==> config.mk <==
export PLATFORM = sky130hd
export DESIGN_NAME = OperandModifiers
export DESIGN_NICKNAME = d
export VERILOG_FILES = /design/src/operandModifierPkg.sv /design/src/ComponentModifier.sv /design/src/OperandModifiers.sv /design/src/OperandStation.sv /design/src/ReplayArbiter.sv
export VERILOG_INCLUDE_DIRS = /design/src /design/src/src
export SDC_FILE = /design/constraint.sdc
export NUM_CORES = 1
export LEC_CHECK = 0
export BUFFER_PORTS_ARGS = -buffer_cell sky130_fd_sc_hd__buf_2
export CORE_ASPECT_RATIO = 2
export CORE_MARGIN = 4
export CORE_UTILIZATION = 34
export CTS_BUF_LIST = sky130_fd_sc_hd__clkbuf_16
export DETAILED_ROUTE_END_ITERATION = 10
export PLACE_DENSITY = 0.55
export SLEW_MARGIN = 20
export SYNTH_ARGS = -nofsm -noshare
export SYNTH_HDL_FRONTEND = slang
export SYNTH_SLANG_ARGS = --single-unit
==> constraint.sdc <==
create_clock -name Clock -period 33.6 [get_ports Clock]
set_input_delay 10.08 -clock Clock [delete_from_list [all_inputs] [get_ports Clock]]
set_output_delay 10.08 -clock Clock [all_outputs]
set_load 0.005 [all_outputs]
==> src/operandModifier_defines.svh <==
`ifndef OPERAND_MODIFIER_DEFINES_SVH
`define OPERAND_MODIFIER_DEFINES_SVH

// ------------------------------------------------------------
// Row format
// ------------------------------------------------------------
`define COMPONENT_WIDTH 32  // One vector component
`define ROW_WIDTH       96  // X, Y and Z
`define SRC_TAG_WIDTH   9   // Swizzle selects plus sign bits
`define RS_ID_WIDTH     4   // Zero means no station

// Sign bits inside the source tag
`define TAG_SIGN_X 6
`define TAG_SIGN_Y 7
`define TAG_SIGN_Z 8

`define SCALE_SHIFT   8  // Arithmetic down-scale amount
`define STATION_COUNT 2  // One wait station per source

`endif

==> src/operandModifierPkg.sv <==
`include "operandModifier_defines.svh"

package operandModifierPkg;

  typedef logic signed [`COMPONENT_WIDTH-1:0] componentT;
  typedef logic [`ROW_WIDTH-1:0]              rowT;      // X high, Z low
  typedef logic [`SRC_TAG_WIDTH-1:0]          srcTagT;
  typedef logic [`RS_ID_WIDTH-1:0]            rsIdT;     // Zero means none

  // Per-component swizzle select, two bits each in the tag
  typedef enum logic [1:0] {
    swizzleKeep   = 2'd0,
    swizzleFirst  = 2'd1,
    swizzleSecond = 2'd2,
    swizzleZero   = 2'd3
  } swizzleSelT;

  // Round-robin turn of the replay arbiter
  typedef enum logic {
    turnStation0 = 1'b0,
    turnStation1 = 1'b1
  } arbTurnT;

endpackage

==> src/ComponentModifier.sv <==
`include "operandModifier_defines.svh"

module ComponentModifier (
  input  operandModifierPkg::rowT    row,
  input  operandModifierPkg::srcTagT tag,
  input  logic                       scaleDown,
  output operandModifierPkg::rowT    result
);

  operandModifierPkg::componentT  inX, inY, inZ;
  operandModifierPkg::componentT  signX, signY, signZ;
  operandModifierPkg::componentT  scaledX, scaledY, scaledZ;
  operandModifierPkg::componentT  outX, outY, outZ;
  operandModifierPkg::swizzleSelT selX, selY, selZ;

  assign inX = row[`ROW_WIDTH-1 -: `COMPONENT_WIDTH];
  assign inY = row[2*`COMPONENT_WIDTH-1 -: `COMPONENT_WIDTH];
  assign inZ = row[`COMPONENT_WIDTH-1:0];

  // Sign flip per component
  assign signX = tag[`TAG_SIGN_X] ? -inX : inX;
  assign signY = tag[`TAG_SIGN_Y] ? -inY : inY;
  assign signZ = tag[`TAG_SIGN_Z] ? -inZ : inZ;

  assign scaledX = scaleDown ? (signX >>> `SCALE_SHIFT) : signX;  // Keeps the sign
  assign scaledY = scaleDown ? (signY >>> `SCALE_SHIFT) : signY;
  assign scaledZ = scaleDown ? (signZ >>> `SCALE_SHIFT) : signZ;

  // ------------------------------------------------------------
  // Swizzle
  // ------------------------------------------------------------
  assign selX = operandModifierPkg::swizzleSelT'(tag[1:0]);
  assign selY = operandModifierPkg::swizzleSelT'(tag[3:2]);
  assign selZ = operandModifierPkg::swizzleSelT'(tag[5:4]);

  always_comb begin
    outX = '0;
    outY = '0;
    outZ = '0;
    case (selX)
      operandModifierPkg::swizzleKeep:   outX = scaledX;
      operandModifierPkg::swizzleFirst:  outX = scaledZ;
      operandModifierPkg::swizzleSecond: outX = scaledY;
      operandModifierPkg::swizzleZero:   outX = '0;
    endcase
    case (selY)
      operandModifierPkg::swizzleKeep:   outY = scaledY;
      operandModifierPkg::swizzleFirst:  outY = scaledZ;
      operandModifierPkg::swizzleSecond: outY = scaledX;
      operandModifierPkg::swizzleZero:   outY = '0;
    endcase
    case (selZ)
      operandModifierPkg::swizzleKeep:   outZ = scaledZ;
      operandModifierPkg::swizzleFirst:  outZ = scaledY;
      operandModifierPkg::swizzleSecond: outZ = scaledX;
      operandModifierPkg::swizzleZero:   outZ = '0;
    endcase
  end

  assign result = {outX, outY, outZ};

endmodule

==> src/OperandModifiers.sv <==
`include "operandModifier_defines.svh"

module OperandModifiers (
  input  logic                       Clock,
  input  logic                       reset,
  input  operandModifierPkg::rsIdT   issueRsId,
  input  operandModifierPkg::rsIdT   src0Rs,
  input  operandModifierPkg::rsIdT   src1Rs,
  input  operandModifierPkg::srcTagT src0Tag,
  input  operandModifierPkg::srcTagT src1Tag,
  input  operandModifierPkg::rowT    src0Data,
  input  operandModifierPkg::rowT    src1Data,
  input  logic                       scale0Down,
  input  logic                       scale1Down,
  input  operandModifierPkg::rsIdT   commitRsId,
  input  operandModifierPkg::rowT    commitData,
  output operandModifierPkg::rowT    src0Operand,
  output operandModifierPkg::rowT    src1Operand,
  output logic [`STATION_COUNT-1:0]  stationBusy,
  output logic                       modCommitValid,
  output operandModifierPkg::rsIdT   modCommitRsId,
  output operandModifierPkg::rowT    modCommitData
);

  logic                       issueActive;
  logic [`STATION_COUNT-1:0]  dependent;
  logic [`STATION_COUNT-1:0]  capture;
  logic [`STATION_COUNT-1:0]  request;
  logic [`STATION_COUNT-1:0]  grant;
  logic [`STATION_COUNT-1:0]  srcScale;
  logic [`STATION_COUNT-1:0]  stationScale;
  operandModifierPkg::rsIdT   srcRs        [`STATION_COUNT];
  operandModifierPkg::srcTagT srcTag       [`STATION_COUNT];
  operandModifierPkg::rsIdT   stationRs    [`STATION_COUNT];
  operandModifierPkg::srcTagT stationTag   [`STATION_COUNT];
  operandModifierPkg::rowT    stationData  [`STATION_COUNT];
  operandModifierPkg::rowT    sharedRow;
  operandModifierPkg::srcTagT sharedTag;
  logic                       sharedScale;
  operandModifierPkg::rowT    sharedResult;
  operandModifierPkg::rowT    src1Result;

  assign issueActive = (issueRsId != '0);  // Any nonzero id is an issue

  // Source k always parks in station k
  assign srcRs[0]    = src0Rs;
  assign srcRs[1]    = src1Rs;
  assign srcTag[0]   = src0Tag;
  assign srcTag[1]   = src1Tag;
  assign srcScale[0] = scale0Down;
  assign srcScale[1] = scale1Down;

  // ------------------------------------------------------------
  // Wait stations
  // ------------------------------------------------------------
  for (genvar k = 0; k < `STATION_COUNT; k++) begin : gStation
    assign dependent[k] = (srcRs[k] != '0);
    // An issue onto a busy station is dropped, the issuer stalls on stationBusy
    assign capture[k] = issueActive & dependent[k] & ~stationBusy[k];

    OperandStation station (
      .Clock        (Clock),
      .reset        (reset),
      .capture      (capture[k]),
      .captureRs    (srcRs[k]),
      .captureTag   (srcTag[k]),
      .captureScale (srcScale[k]),
      .commitRsId   (commitRsId),
      .commitData   (commitData),
      .grant        (grant[k]),
      .busy         (stationBusy[k]),
      .request      (request[k]),
      .rsId         (stationRs[k]),
      .tag          (stationTag[k]),
      .scaleDown    (stationScale[k]),
      .data         (stationData[k])
    );
  end

  ReplayArbiter arbiter (
    .Clock       (Clock),
    .reset       (reset),
    .issueActive (issueActive),
    .request     (request),
    .grant       (grant)
  );

  // ------------------------------------------------------------
  // Shared source-0 modifier
  // ------------------------------------------------------------
  // Grant is never given during an issue, so it alone picks the input
  always_comb begin
    sharedRow     = src0Data;
    sharedTag     = src0Tag;
    sharedScale   = scale0Down;
    modCommitRsId = '0;
    for (int i = 0; i < `STATION_COUNT; i++) begin
      if (grant[i]) begin
        sharedRow     = stationData[i];
        sharedTag     = stationTag[i];
        sharedScale   = stationScale[i];
        modCommitRsId = stationRs[i];  // The id the station waited for
      end
    end
  end

  ComponentModifier sharedModifier (
    .row       (sharedRow),
    .tag       (sharedTag),
    .scaleDown (sharedScale),
    .result    (sharedResult)
  );

  ComponentModifier src1Modifier (  // Issue path only
    .row       (src1Data),
    .tag       (src1Tag),
    .scaleDown (scale1Down),
    .result    (src1Result)
  );

  // Dependent operands carry their tag instead of a value
  assign src0Operand = dependent[0] ?
    {{(`ROW_WIDTH-`SRC_TAG_WIDTH){1'b0}}, src0Tag} : sharedResult;
  assign src1Operand = dependent[1] ?
    {{(`ROW_WIDTH-`SRC_TAG_WIDTH){1'b0}}, src1Tag} : src1Result;

  assign modCommitValid = |grant;
  assign modCommitData  = sharedResult;

endmodule

==> src/OperandStation.sv <==
module OperandStation (
  input  logic                       Clock,
  input  logic                       reset,
  input  logic                       capture,
  input  operandModifierPkg::rsIdT   captureRs,
  input  operandModifierPkg::srcTagT captureTag,
  input  logic                       captureScale,
  input  operandModifierPkg::rsIdT   commitRsId,
  input  operandModifierPkg::rowT    commitData,
  input  logic                       grant,
  output logic                       busy,
  output logic                       request,
  output operandModifierPkg::rsIdT   rsId,
  output operandModifierPkg::srcTagT tag,
  output logic                       scaleDown,
  output operandModifierPkg::rowT    data
);

  logic match;

  // Data is held stable once a replay is requested
  assign match = busy && !request && (commitRsId == rsId);

  // ------------------------------------------------------------
  // Station state
  // ------------------------------------------------------------
  always_ff @(posedge Clock) begin
    if (reset) begin
      busy    <= 1'b0;
      request <= 1'b0;
    end else if (grant) begin
      busy    <= 1'b0;  // Replay done, station free again
      request <= 1'b0;
    end else begin
      if (capture) begin
        busy <= 1'b1;
      end
      if (match) begin
        request <= 1'b1;
      end
    end
  end

  // Modifier settings and awaited result
  always_ff @(posedge Clock) begin
    if (capture) begin
      rsId      <= captureRs;
      tag       <= captureTag;
      scaleDown <= captureScale;
    end
    if (match) begin
      data <= commitData;
    end
  end

endmodule

==> src/ReplayArbiter.sv <==
`include "operandModifier_defines.svh"

module ReplayArbiter (
  input  logic                      Clock,
  input  logic                      reset,
  input  logic                      issueActive,
  input  logic [`STATION_COUNT-1:0] request,
  output logic [`STATION_COUNT-1:0] grant
);

  operandModifierPkg::arbTurnT turn;

  // Issue owns the shared modifier, replays only fill idle cycles
  always_comb begin
    grant = '0;
    if (!issueActive) begin
      if (turn == operandModifierPkg::turnStation0) begin
        if (request[0]) grant[0] = 1'b1;
        else if (request[1]) grant[1] = 1'b1;
      end else begin
        if (request[1]) grant[1] = 1'b1;
        else if (request[0]) grant[0] = 1'b1;
      end
    end
  end

  // Turn passes to the station that was not served
  always_ff @(posedge Clock) begin
    if (reset) begin
      turn <= operandModifierPkg::turnStation0;
    end else if (grant[0]) begin
      turn <= operandModifierPkg::turnStation1;
    end else if (grant[1]) begin
      turn <= operandModifierPkg::turnStation0;
    end
  end

endmodule

[Word level (Yosys, flattened, before mapping)]
Cells that the tools add are included.
Storage, ports and cells
  input port bits: 326
  output and inout bits: 295
  bits in registers: 225
Operators by class
  bitwise logic cells: 6
  eq/ne operators: 20
  reductions and logical operators: 19
  multiplexer cells: 36
  add/sub/neg operators: 6
Operator list (count)
  32-bit case mux with 4 select lines: 6
  96-bit 2-to-1 mux: 4
  32-bit 2-to-1 mux: 6
  32-bit negation: 6
  31-bit 2-to-1 mux: 6
  2-bit == test, second input constant: 12
  9-bit 2-to-1 mux: 2
  2-bit by 1-bit == test with 1-bit output, second input constant: 6
  2-bit zero test: 6
  4-bit nonzero test: 3
  4-bit == test: 2
  1-bit 2-to-1 mux: 8
  4-bit 2-to-1 mux: 2
  2-bit OR reduction: 3
  1-bit bitwise AND: 4
  1-bit logical AND: 4
  2-bit 2-to-1 mux: 2
  1-bit zero test: 2
  1-bit NOT: 2
  2-bit nonzero test: 1

[Longest topological paths before layout]
Gate-level depths: netlist of the first run.
  depth in word-level cells: 11
  gate-level depth with buffers: 22

[Hierarchy]
From an unflattened synthesis of the first run, not the netlist that was laid out.
Second synthesis, totals
  cells, all modules: 2490
  area, all modules: 21525.6 µm²
By module, submodules not included
  OperandStation: cells an instance 124, times used 2, area an instance 3422.0 µm²
  ComponentModifier (src1Modifier): cells an instance 853, times used 1, area an instance 5804.3 µm²
  ComponentModifier (sharedModifier): cells an instance 799, times used 1, area an instance 5078.6 µm²
  OperandModifiers: cells an instance 582, times used 1, area an instance 3731.1 µm²
  ReplayArbiter: cells an instance 8, times used 1, area an instance 67.6 µm²

[Least setup slack after synthesis of the first run]
Ideal clock, no wire load.
  kind: input to output
  start: input issueRsId[3]
  end: output src0Operand[74]
  data arrival time: 13.925 ns
  stages on the path: 19
  slack: 9.595 ns
  required time: 23.520 ns
  cells stage by stage: nor4_4 > nand2_2 > buf_2 > buf_2 > buf_2 > buf_2 > buf_2 > buf_2 > a21oi_1 > ha_1 > o221ai_1 > or3_1 > nor4b_4 > buf_2 > nor2_1 > xnor2_1 > o21ai_0 > nor2_1 > o32ai_1
On the way
  word-level cells in the longest chain between the ends: 9
RTL lines
  start: declaration: line OperandModifiers.sv:6  | input operandModifierPkg::rsIdT issueRsId,
  4-bit nonzero test *: line OperandModifiers.sv:43  | assign issueActive = (issueRsId != '0);
  2-bit 2-to-1 mux *: line ReplayArbiter.sv:16  | if (!issueActive) begin
  96-bit 2-to-1 mux (2 in series): line OperandModifiers.sv:98  | if (grant[i]) begin
  32-bit negation (on tied branches): line ComponentModifier.sv:22, ComponentModifier.sv:21, ComponentModifier.sv:23
  32-bit 2-to-1 mux (on tied branches): line ComponentModifier.sv:22, ComponentModifier.sv:21, ComponentModifier.sv:23
  31-bit 2-to-1 mux (on tied branches): line ComponentModifier.sv:26, ComponentModifier.sv:25, ComponentModifier.sv:27
  32-bit case mux with 4 select lines *: line ComponentModifier.sv:40  | case (selX)
  96-bit 2-to-1 mux *: line OperandModifiers.sv:122  | assign src0Operand = dependent[0] ?
  end: declaration: line OperandModifiers.sv:17  | output operandModifierPkg::rowT src0Operand,
Mark *: on every way between the ends. The rest lies on a longest branch, timed or not.

[Worst setup path after layout of the first run]
  start: input issueRsId[2]
  end: output src0Operand[44]
On the way
  word-level cells in the longest chain between the ends: 9
RTL lines
  4-bit nonzero test *: line OperandModifiers.sv:43
  2-bit 2-to-1 mux *: line ReplayArbiter.sv:16
  96-bit 2-to-1 mux (2 in series): line OperandModifiers.sv:98
  32-bit negation (on tied branches): line ComponentModifier.sv:21, ComponentModifier.sv:22, ComponentModifier.sv:23
  32-bit 2-to-1 mux (on tied branches): line ComponentModifier.sv:21, ComponentModifier.sv:22, ComponentModifier.sv:23
  31-bit 2-to-1 mux (on tied branches): line ComponentModifier.sv:25, ComponentModifier.sv:26, ComponentModifier.sv:27
  32-bit case mux with 4 select lines *: line ComponentModifier.sv:46  | case (selY)
  96-bit 2-to-1 mux *: line OperandModifiers.sv:122
Marks and branches as above.

==> results of run 1 <==
power by group:
part,total (W),internal [W],switching (W)
registers,0.000322,0.000317,0.00000423
clock network,0.000232,0.000122,0.000110
logic,0.000333,0.000104,0.000229
metal layers:
layer / up-vias / global-route usage [%] / share of wire (%)
li1: 11900 / - / -
met1: 12700 / 35.9 / 32
met2: 1643 / 62.6 / 48
met3: 504 / 8.27 / 8.8
met4: 52 / 30.0 / 11
met5: - / 0 / 0.26
cell type report:
| class | count | share of cell area, % |
|---|---|---|
| diodes | 26 | 0.241 |
| clock buffers | 21 | 1.94 |
| repair buffers | 699 | 13.7 |
| multi-input cells | 2361 | 54.5 |
| clock inverters | 14 | 0.361 |
| flip-flops and latches | 225 | 24.8 |
| well taps | 877 | 4.06 |
| inverters | 33 | 0.458 |
worst min path at each step:
stage / startpoint / end / slack [ns] / cells after the start
after floorplan: gStation[0].station.busy / gStation[0].station.busy / 0.47 / 2
after global placement: gStation[0].station.busy / gStation[0].station.busy / 0.51 / 2
after detailed placement: gStation[0].station.busy / gStation[0].station.busy / 0.50 / 2
after CTS: gStation[0].station.busy / gStation[0].station.busy / 0.51 / 2
after global routing: gStation[0].station.busy / gStation[0].station.busy / 0.54 / 2
final: gStation[0].station.busy / gStation[0].station.busy / 0.51 / 2
cells in the mapped netlist (all sizes together), types with 19 or more instances:
cell,instances
o41ai,19
a21oi,212
nand2,368
nor2,295
a32oi,37
inv,32
clkbuf,127
or4,21
o211ai,25
mux2,30
o21ai,247
mux2i,89
o221ai,21
a22oi,93
a31oi,52
and2,31
o32ai,23
o22ai,56
xnor2,73
xor2,91
nor4,23
a211oi,46
buf,116
nand3,65
nor3,63
edfxtp,220
or3,32
o31ai,52
o2bb2ai,19
worst reg2reg max path, cell delays in order, from the launching register on:
cell and delay, ns:
dfxtp_2 0.54, buf_4 0.39, inv_1 0.42, buf_4 0.39, o211ai_1 0.18, nor3_1 0.16
and2_4 0.52, buf_4 0.81
cells by family after synthesis:
kind of cell | count (synthesis) | synth area share [%]
AO/OA/AOI/OAI | 1087 | 32.6
buffers and inverters | 276 | 5.46
multiplexers | 119 | 5.44
AND/OR/NAND/NOR | 985 | 20.1
XOR/XNOR | 164 | 6.36
flip-flops | 225 | 29.7
adder cells (fa/ha/maj) | 6 | 0.332
metrics by stage:
stage	util, %	instance area [µm²]	setup slack, ns
2_1_floorplan	-	22600	9.59
3_3_place_gp	40.1	26300	8.50
3_5_place_dp	40.1	26300	8.44
4_1_cts	41.0	27000	8.42
5_1_grt	41.1	27000	7.97
6_report	41.1	27000	8.26
registers in the layout, summed over array words and instances (netlist names):
register,flops
gStation.station.request,2
gStation.station.data,192
gStation.station.rsId,8
gStation.station.busy,2
gStation.station.scaleDown,2
arbiter.turn,1
gStation.station.tag,18
==> results.txt, run 1 <==
RSZ-0062 raised after global routing = no
CTS tree = built
Synth-to-layout area growth = 19.8%
Fill cells = 7027
Final hold violations = 0
Largest area contributor in the synthesized netlist = edfxtp_1
Hold Path Class = reg2reg
Core area = 0.0657 mm²
Max Cap Viol = 0
Crit Reg-Reg Endpoint = gStation[1].station.data[73]
Clock tree buffer depth = 3
Final Max Tran Viols = 0
DR vias = 26900
Worst Max-Slew Pin Slew = 1.17 ns
Detail Route Antenna Nets = 0
TritonCTS buffer count = 20
Peak fanout along the critical path = 75
Top Ports = 621
Post-Synthesis Cells = 2862
Largest net degree at the start of global routing = 82
Yosys warns = 0
Total congestion overflow = 0
CP top delay family = compound AO/OA/AOI/OAI gates
Htree depth = 1
Power consumption = 0.000886 W
Vias per cell = 6.31
Post_cts resized = 0
Fin cells = 4256
Vias in the first global route = 26200
Clock sinks = 225
Initial antenna violation count = 56
WL per Instance = 31.6 µm
Die area = 0.0708 mm²
Synth area leaders = edfxtp_1 (29%), nand2_1 (6.1%), o21ai_0 (4.9%)
Slowest Stage Delay on Critical Path = 0.78 ns
TNS Setup = 0 ns
Die Height = 372 µm
VDD IR max = 0.0228 mV
Slowest stage cell, crit path = a211oi_1
Seq. cell area = 0.00671 mm²
Post-DP HPWL = 108000 µm
Fin nets = 3672
CP Launch Point = issueRsId[2]
Clk_skew = 0.0514 ns
Primary FF master, synth = edfxtp_1
CTS clk-pin slew, worst paths = 0.07 ns
Syn Area/Cell = 7.89 µm²
Yosys reg bits = 225
First-pass GRT wire length = 186000 µm
Drt pass-1 iters = 8
Setup Buffers After CTS = 0
Lkg Pwr = 10.6 nW
Gr usage total = 35.9%
Commonest non-fill, non-tap cell in the layout = buf_2
Drt initial violations = 2705
Cells on worst reg2reg path = 7
Port Buffers = 620
Gpl congestion = 1.08
Cell Pwr Density = 32.8 mW/mm²
# hold bufs at CTS = 0
Register area share after synthesis = 29.7%
Critical Path Sink = src0Operand[44]
Setup violations, final = 0
Cells after DPL = 4193
Critical Path AT = 15.26 ns
Multi-input gate area = 0.0147 mm²
Routed Wire Length = 135000 µm
Max-slew headroom = 20.1%
Num rows = 133
# DRC = 0
Synthesized area = 0.0226 mm²
Distinct cells, synth = 100
Commonest non-fill, non-tap cells in the layout = buf_2 (620), nand2_1 (366), nor2_1 (291)
Tcrit/Tclk final = 75.4%
Min Tclk post-route = 25.34 ns
Initial Util = 34.4%
Fmax = 39.5 MHz
Stages on the worst setup path = 16
Buf/Inv on CP = 4
WHS = 0.514 ns
Mapped Nets = 3194
Layout cell share with drive strength beyond 1 = 24.8%
Cells along the critical path = buf_2, or4_4, buf_4, nor2_1, a21oi_1, ha_1, o221ai_1, a2111oi_2, buf_4, nand3_1, a31o_2, a211oi_1, nand2_1, o21ai_0, o21ai_0, buf_2
Async SR Flop Fraction = 0%
Post-synth EDFFs = 220
Path type of the worst setup path = in2out
Reg2Reg Setup Slack = 29.74 ns
Setup crit start kind = input pin
Nature of the critical path endpoint = primary output
Root buffer cell = clkbuf_16
Die width = 190 µm
Status = complete, no violations
Synth top area share = 29.3%
CP required = 23.52 ns
RR Startpoint = gStation[1].station.request
Clock latency on the worst-skew pair = 0.56 ns
(Power assumes the default switching activity.)
==> run 2, diff against run 1 <==
--- a/config.mk
+++ b/config.mk
@@ -12,7 +12,7 @@
 export CORE_UTILIZATION = 34
 export CTS_BUF_LIST = sky130_fd_sc_hd__clkbuf_16
 export DETAILED_ROUTE_END_ITERATION = 10
-export PLACE_DENSITY = 0.55
+export PLACE_DENSITY = 0.57
 export SLEW_MARGIN = 20
 export SYNTH_ARGS = -nofsm -noshare
 export SYNTH_HDL_FRONTEND = slang
==> constraint.sdc (replaced) <==
create_clock -name Clock -period 22.8 [get_ports Clock]
set_input_delay 6.84 -clock Clock [delete_from_list [all_inputs] [get_ports Clock]]
set_output_delay 6.84 -clock Clock [all_outputs]
set_load 0.005 [all_outputs]
==> results.txt, run 2 (synthesized netlist as in run 1, its figures left out) <==
Root buffer cell = clkbuf_16
Critical Path AT = 12.01 ns (-3.25 ns)
Max-slew headroom = 10.8% (-9.3 points)
Fin nets = 3673 (+0.027%)
Biggest regs = gStation.station.data (192), gStation.station.tag (18), gStation.station.rsId (8)
Peak fanout along the critical path = 61 (-19%)
Core area = 0.0657 mm² (unchanged)
Layout cell share with drive strength beyond 1 = 24.9% (+0.12 points)
Die area = 0.0708 mm² (unchanged)
Num rows = 133 (unchanged)
Vias per cell = 6.30 (-0.14%)
CTS clk-pin slew, worst paths = 0.07 ns (about the same)
Gr usage total = 36.9% (+1.0 points)
Post_cts resized = 0 (unchanged)
Largest register FFs = 192 (unchanged)
Stages on the worst setup path = 15 (-1)
Largest net degree at the start of global routing = 70 (-15%)
Final setup margin = 3.95 ns (-4.31 ns)
Status = complete, no violations
Slowest Stage Delay on Critical Path = 0.78 ns (about the same)
Setup crit start kind = input pin
Total congestion overflow = 0 (unchanged)
CP required = 15.96 ns (-7.56 ns)
Min Tclk post-route = 18.85 ns
Max Cap Viol = 0 (unchanged)
WHS = 0.525 ns (+0.0113 ns)
Cells after DPL = 4191 (-0.048%)
Port Buffers = 620 (unchanged)
VDD IR max = 0.0427 mV (+87%)
Pre-CTS setup slack = 4.08 ns (-4.35 ns)
Lkg Pwr = 10.7 nW (+0.36%)
Initial antenna violation count = 48 (-14%)
WL per Instance = 32.3 µm (+2.2%)
Post-DP HPWL = 110000 µm (+2.0%)
Synth-to-layout area growth = 20.2%
Clock tree buffer depth = 3 (unchanged)
Final hold violations = 0 (unchanged)
Fill cells = 6953 (-1.1%)
Hold Path Class = reg2reg
Nature of the critical path endpoint = primary output
Commonest non-fill, non-tap cells in the layout = buf_2 (620), nand2_1 (366), nor2_1 (291)
Worst Max-Slew Pin Slew = 1.32 ns (+0.159 ns)
Fin cells = 4261 (+0.12%)
CP top delay family = simple AND/OR/NAND/NOR gates
Commonest non-fill, non-tap cell in the layout = buf_2
Worst hold path depth = 2 (unchanged)
Die width = 190 µm (unchanged)
Detail Route Antenna Nets = 0 (unchanged)
Tcrit/Tclk final = 82.7%
Buf/Inv on CP = 5 (+1)
Setup Buffers After CTS = 0 (unchanged)
Clock sinks = 225 (unchanged)
RSZ-0062 raised after global routing = no
Gpl congestion = 1.08 (-0.73%)
Fmax = 53.1 MHz
Path type of the worst setup path = in2out
TritonCTS buffer count = 22 (+10%)
Vias in the first global route = 26100 (-0.096%)
Cells on worst reg2reg path = 7 (unchanged)
Clock latency on the worst-skew pair = 0.57 ns (about the same)
First-pass GRT wire length = 190000 µm (+2.2%)
Setup violations, final = 0 (unchanged)
# hold bufs at CTS = 0 (unchanged)
Die Height = 372 µm (unchanged)
Reg with most FFs = gStation.station.data
Cell Pwr Density = 49.6 mW/mm² (+51%)
Top Ports = 621 (unchanged)
Cells along the critical path = buf_2, nor4_4, buf_4, nand2_4, inv_2, buf_4, o22ai_1, or4_4, nor4b_4, a21oi_1, xnor2_1, mux2i_1, a22oi_1, a21oi_1, buf_2
Initial Util = 34.4% (unchanged)
Htree depth = 1 (unchanged)
Routed Wire Length = 138000 µm (+2.3%)
Final Max Tran Viols = 0 (unchanged)
# DRC = 0 (unchanged)
DR vias = 26900 (-0.022%)
CTS tree = built
Slowest stage cell, crit path = nor4b_4
Clk_skew = 0.0177 ns (-0.0337 ns)
Drt initial violations = 2555 (-5.5%)
TNS Setup = 0 ns (unchanged)
Drt pass-1 iters = 7 (-1)
[run 2: cell type report]
class	count	area, µm²	share of cell area, %
sequential	225	6710	24.7
multi-input combinational	2361	14700	54.3
timing repair buffer	698	3690	13.6
tap	877	1100	4.04
clock buffer	22	551	2.03
inverter	33	124	0.456
clock inverter	18	164	0.604
antenna	27	67.6	0.249
[run 2: worst reg2reg max path, delay by kind of cell (launching register included)]
kind,cells,cell delay (ns)
AND/OR/NAND/NOR,2,0.68
AO/OA/AOI/OAI,1,0.18
buffers and inverters,4,1.54
flip-flops,1,0.31
[run 2: where the power goes]
group,internal [W],switching (W)
sequential,0.000468,0.00000570
combinational,0.000153,0.000344
clock,0.000202,0.000173
total,0.000823,0.000523
[run 2: metrics by stage]
stage	instance area, µm²	power, W	utilization [%]
after detailed placement	26300	0.000958	40.0
final	27100	0.00135	41.3
after global routing	27100	0.00139	41.2
after global placement	26300	0.000959	40.0
after CTS	27000	0.00133	41.1
after floorplan	22600	0.000730	-
[run 2: worst paths after layout]
path | from | to | slack (ns)
setup reg to reg | gStation[1].station.request | gStation[1].station.data[40] | 19.62
hold / removal | gStation[1].station.busy | gStation[1].station.busy | 0.53
hold reg to reg | gStation[1].station.busy | gStation[1].station.busy | 0.53
setup / recovery | issueRsId[3] | src0Operand[52] | 3.95
[run 2: routing by layer]
layer  vias up  GRT usage [%]  part of all wire (%)
li1      11900              -                     -
met2      1669           64.8                    49
met1     12800           36.0                    32
met4        26           30.4                    10
met3       476           9.77                   8.9
met5         -              0                  0.13
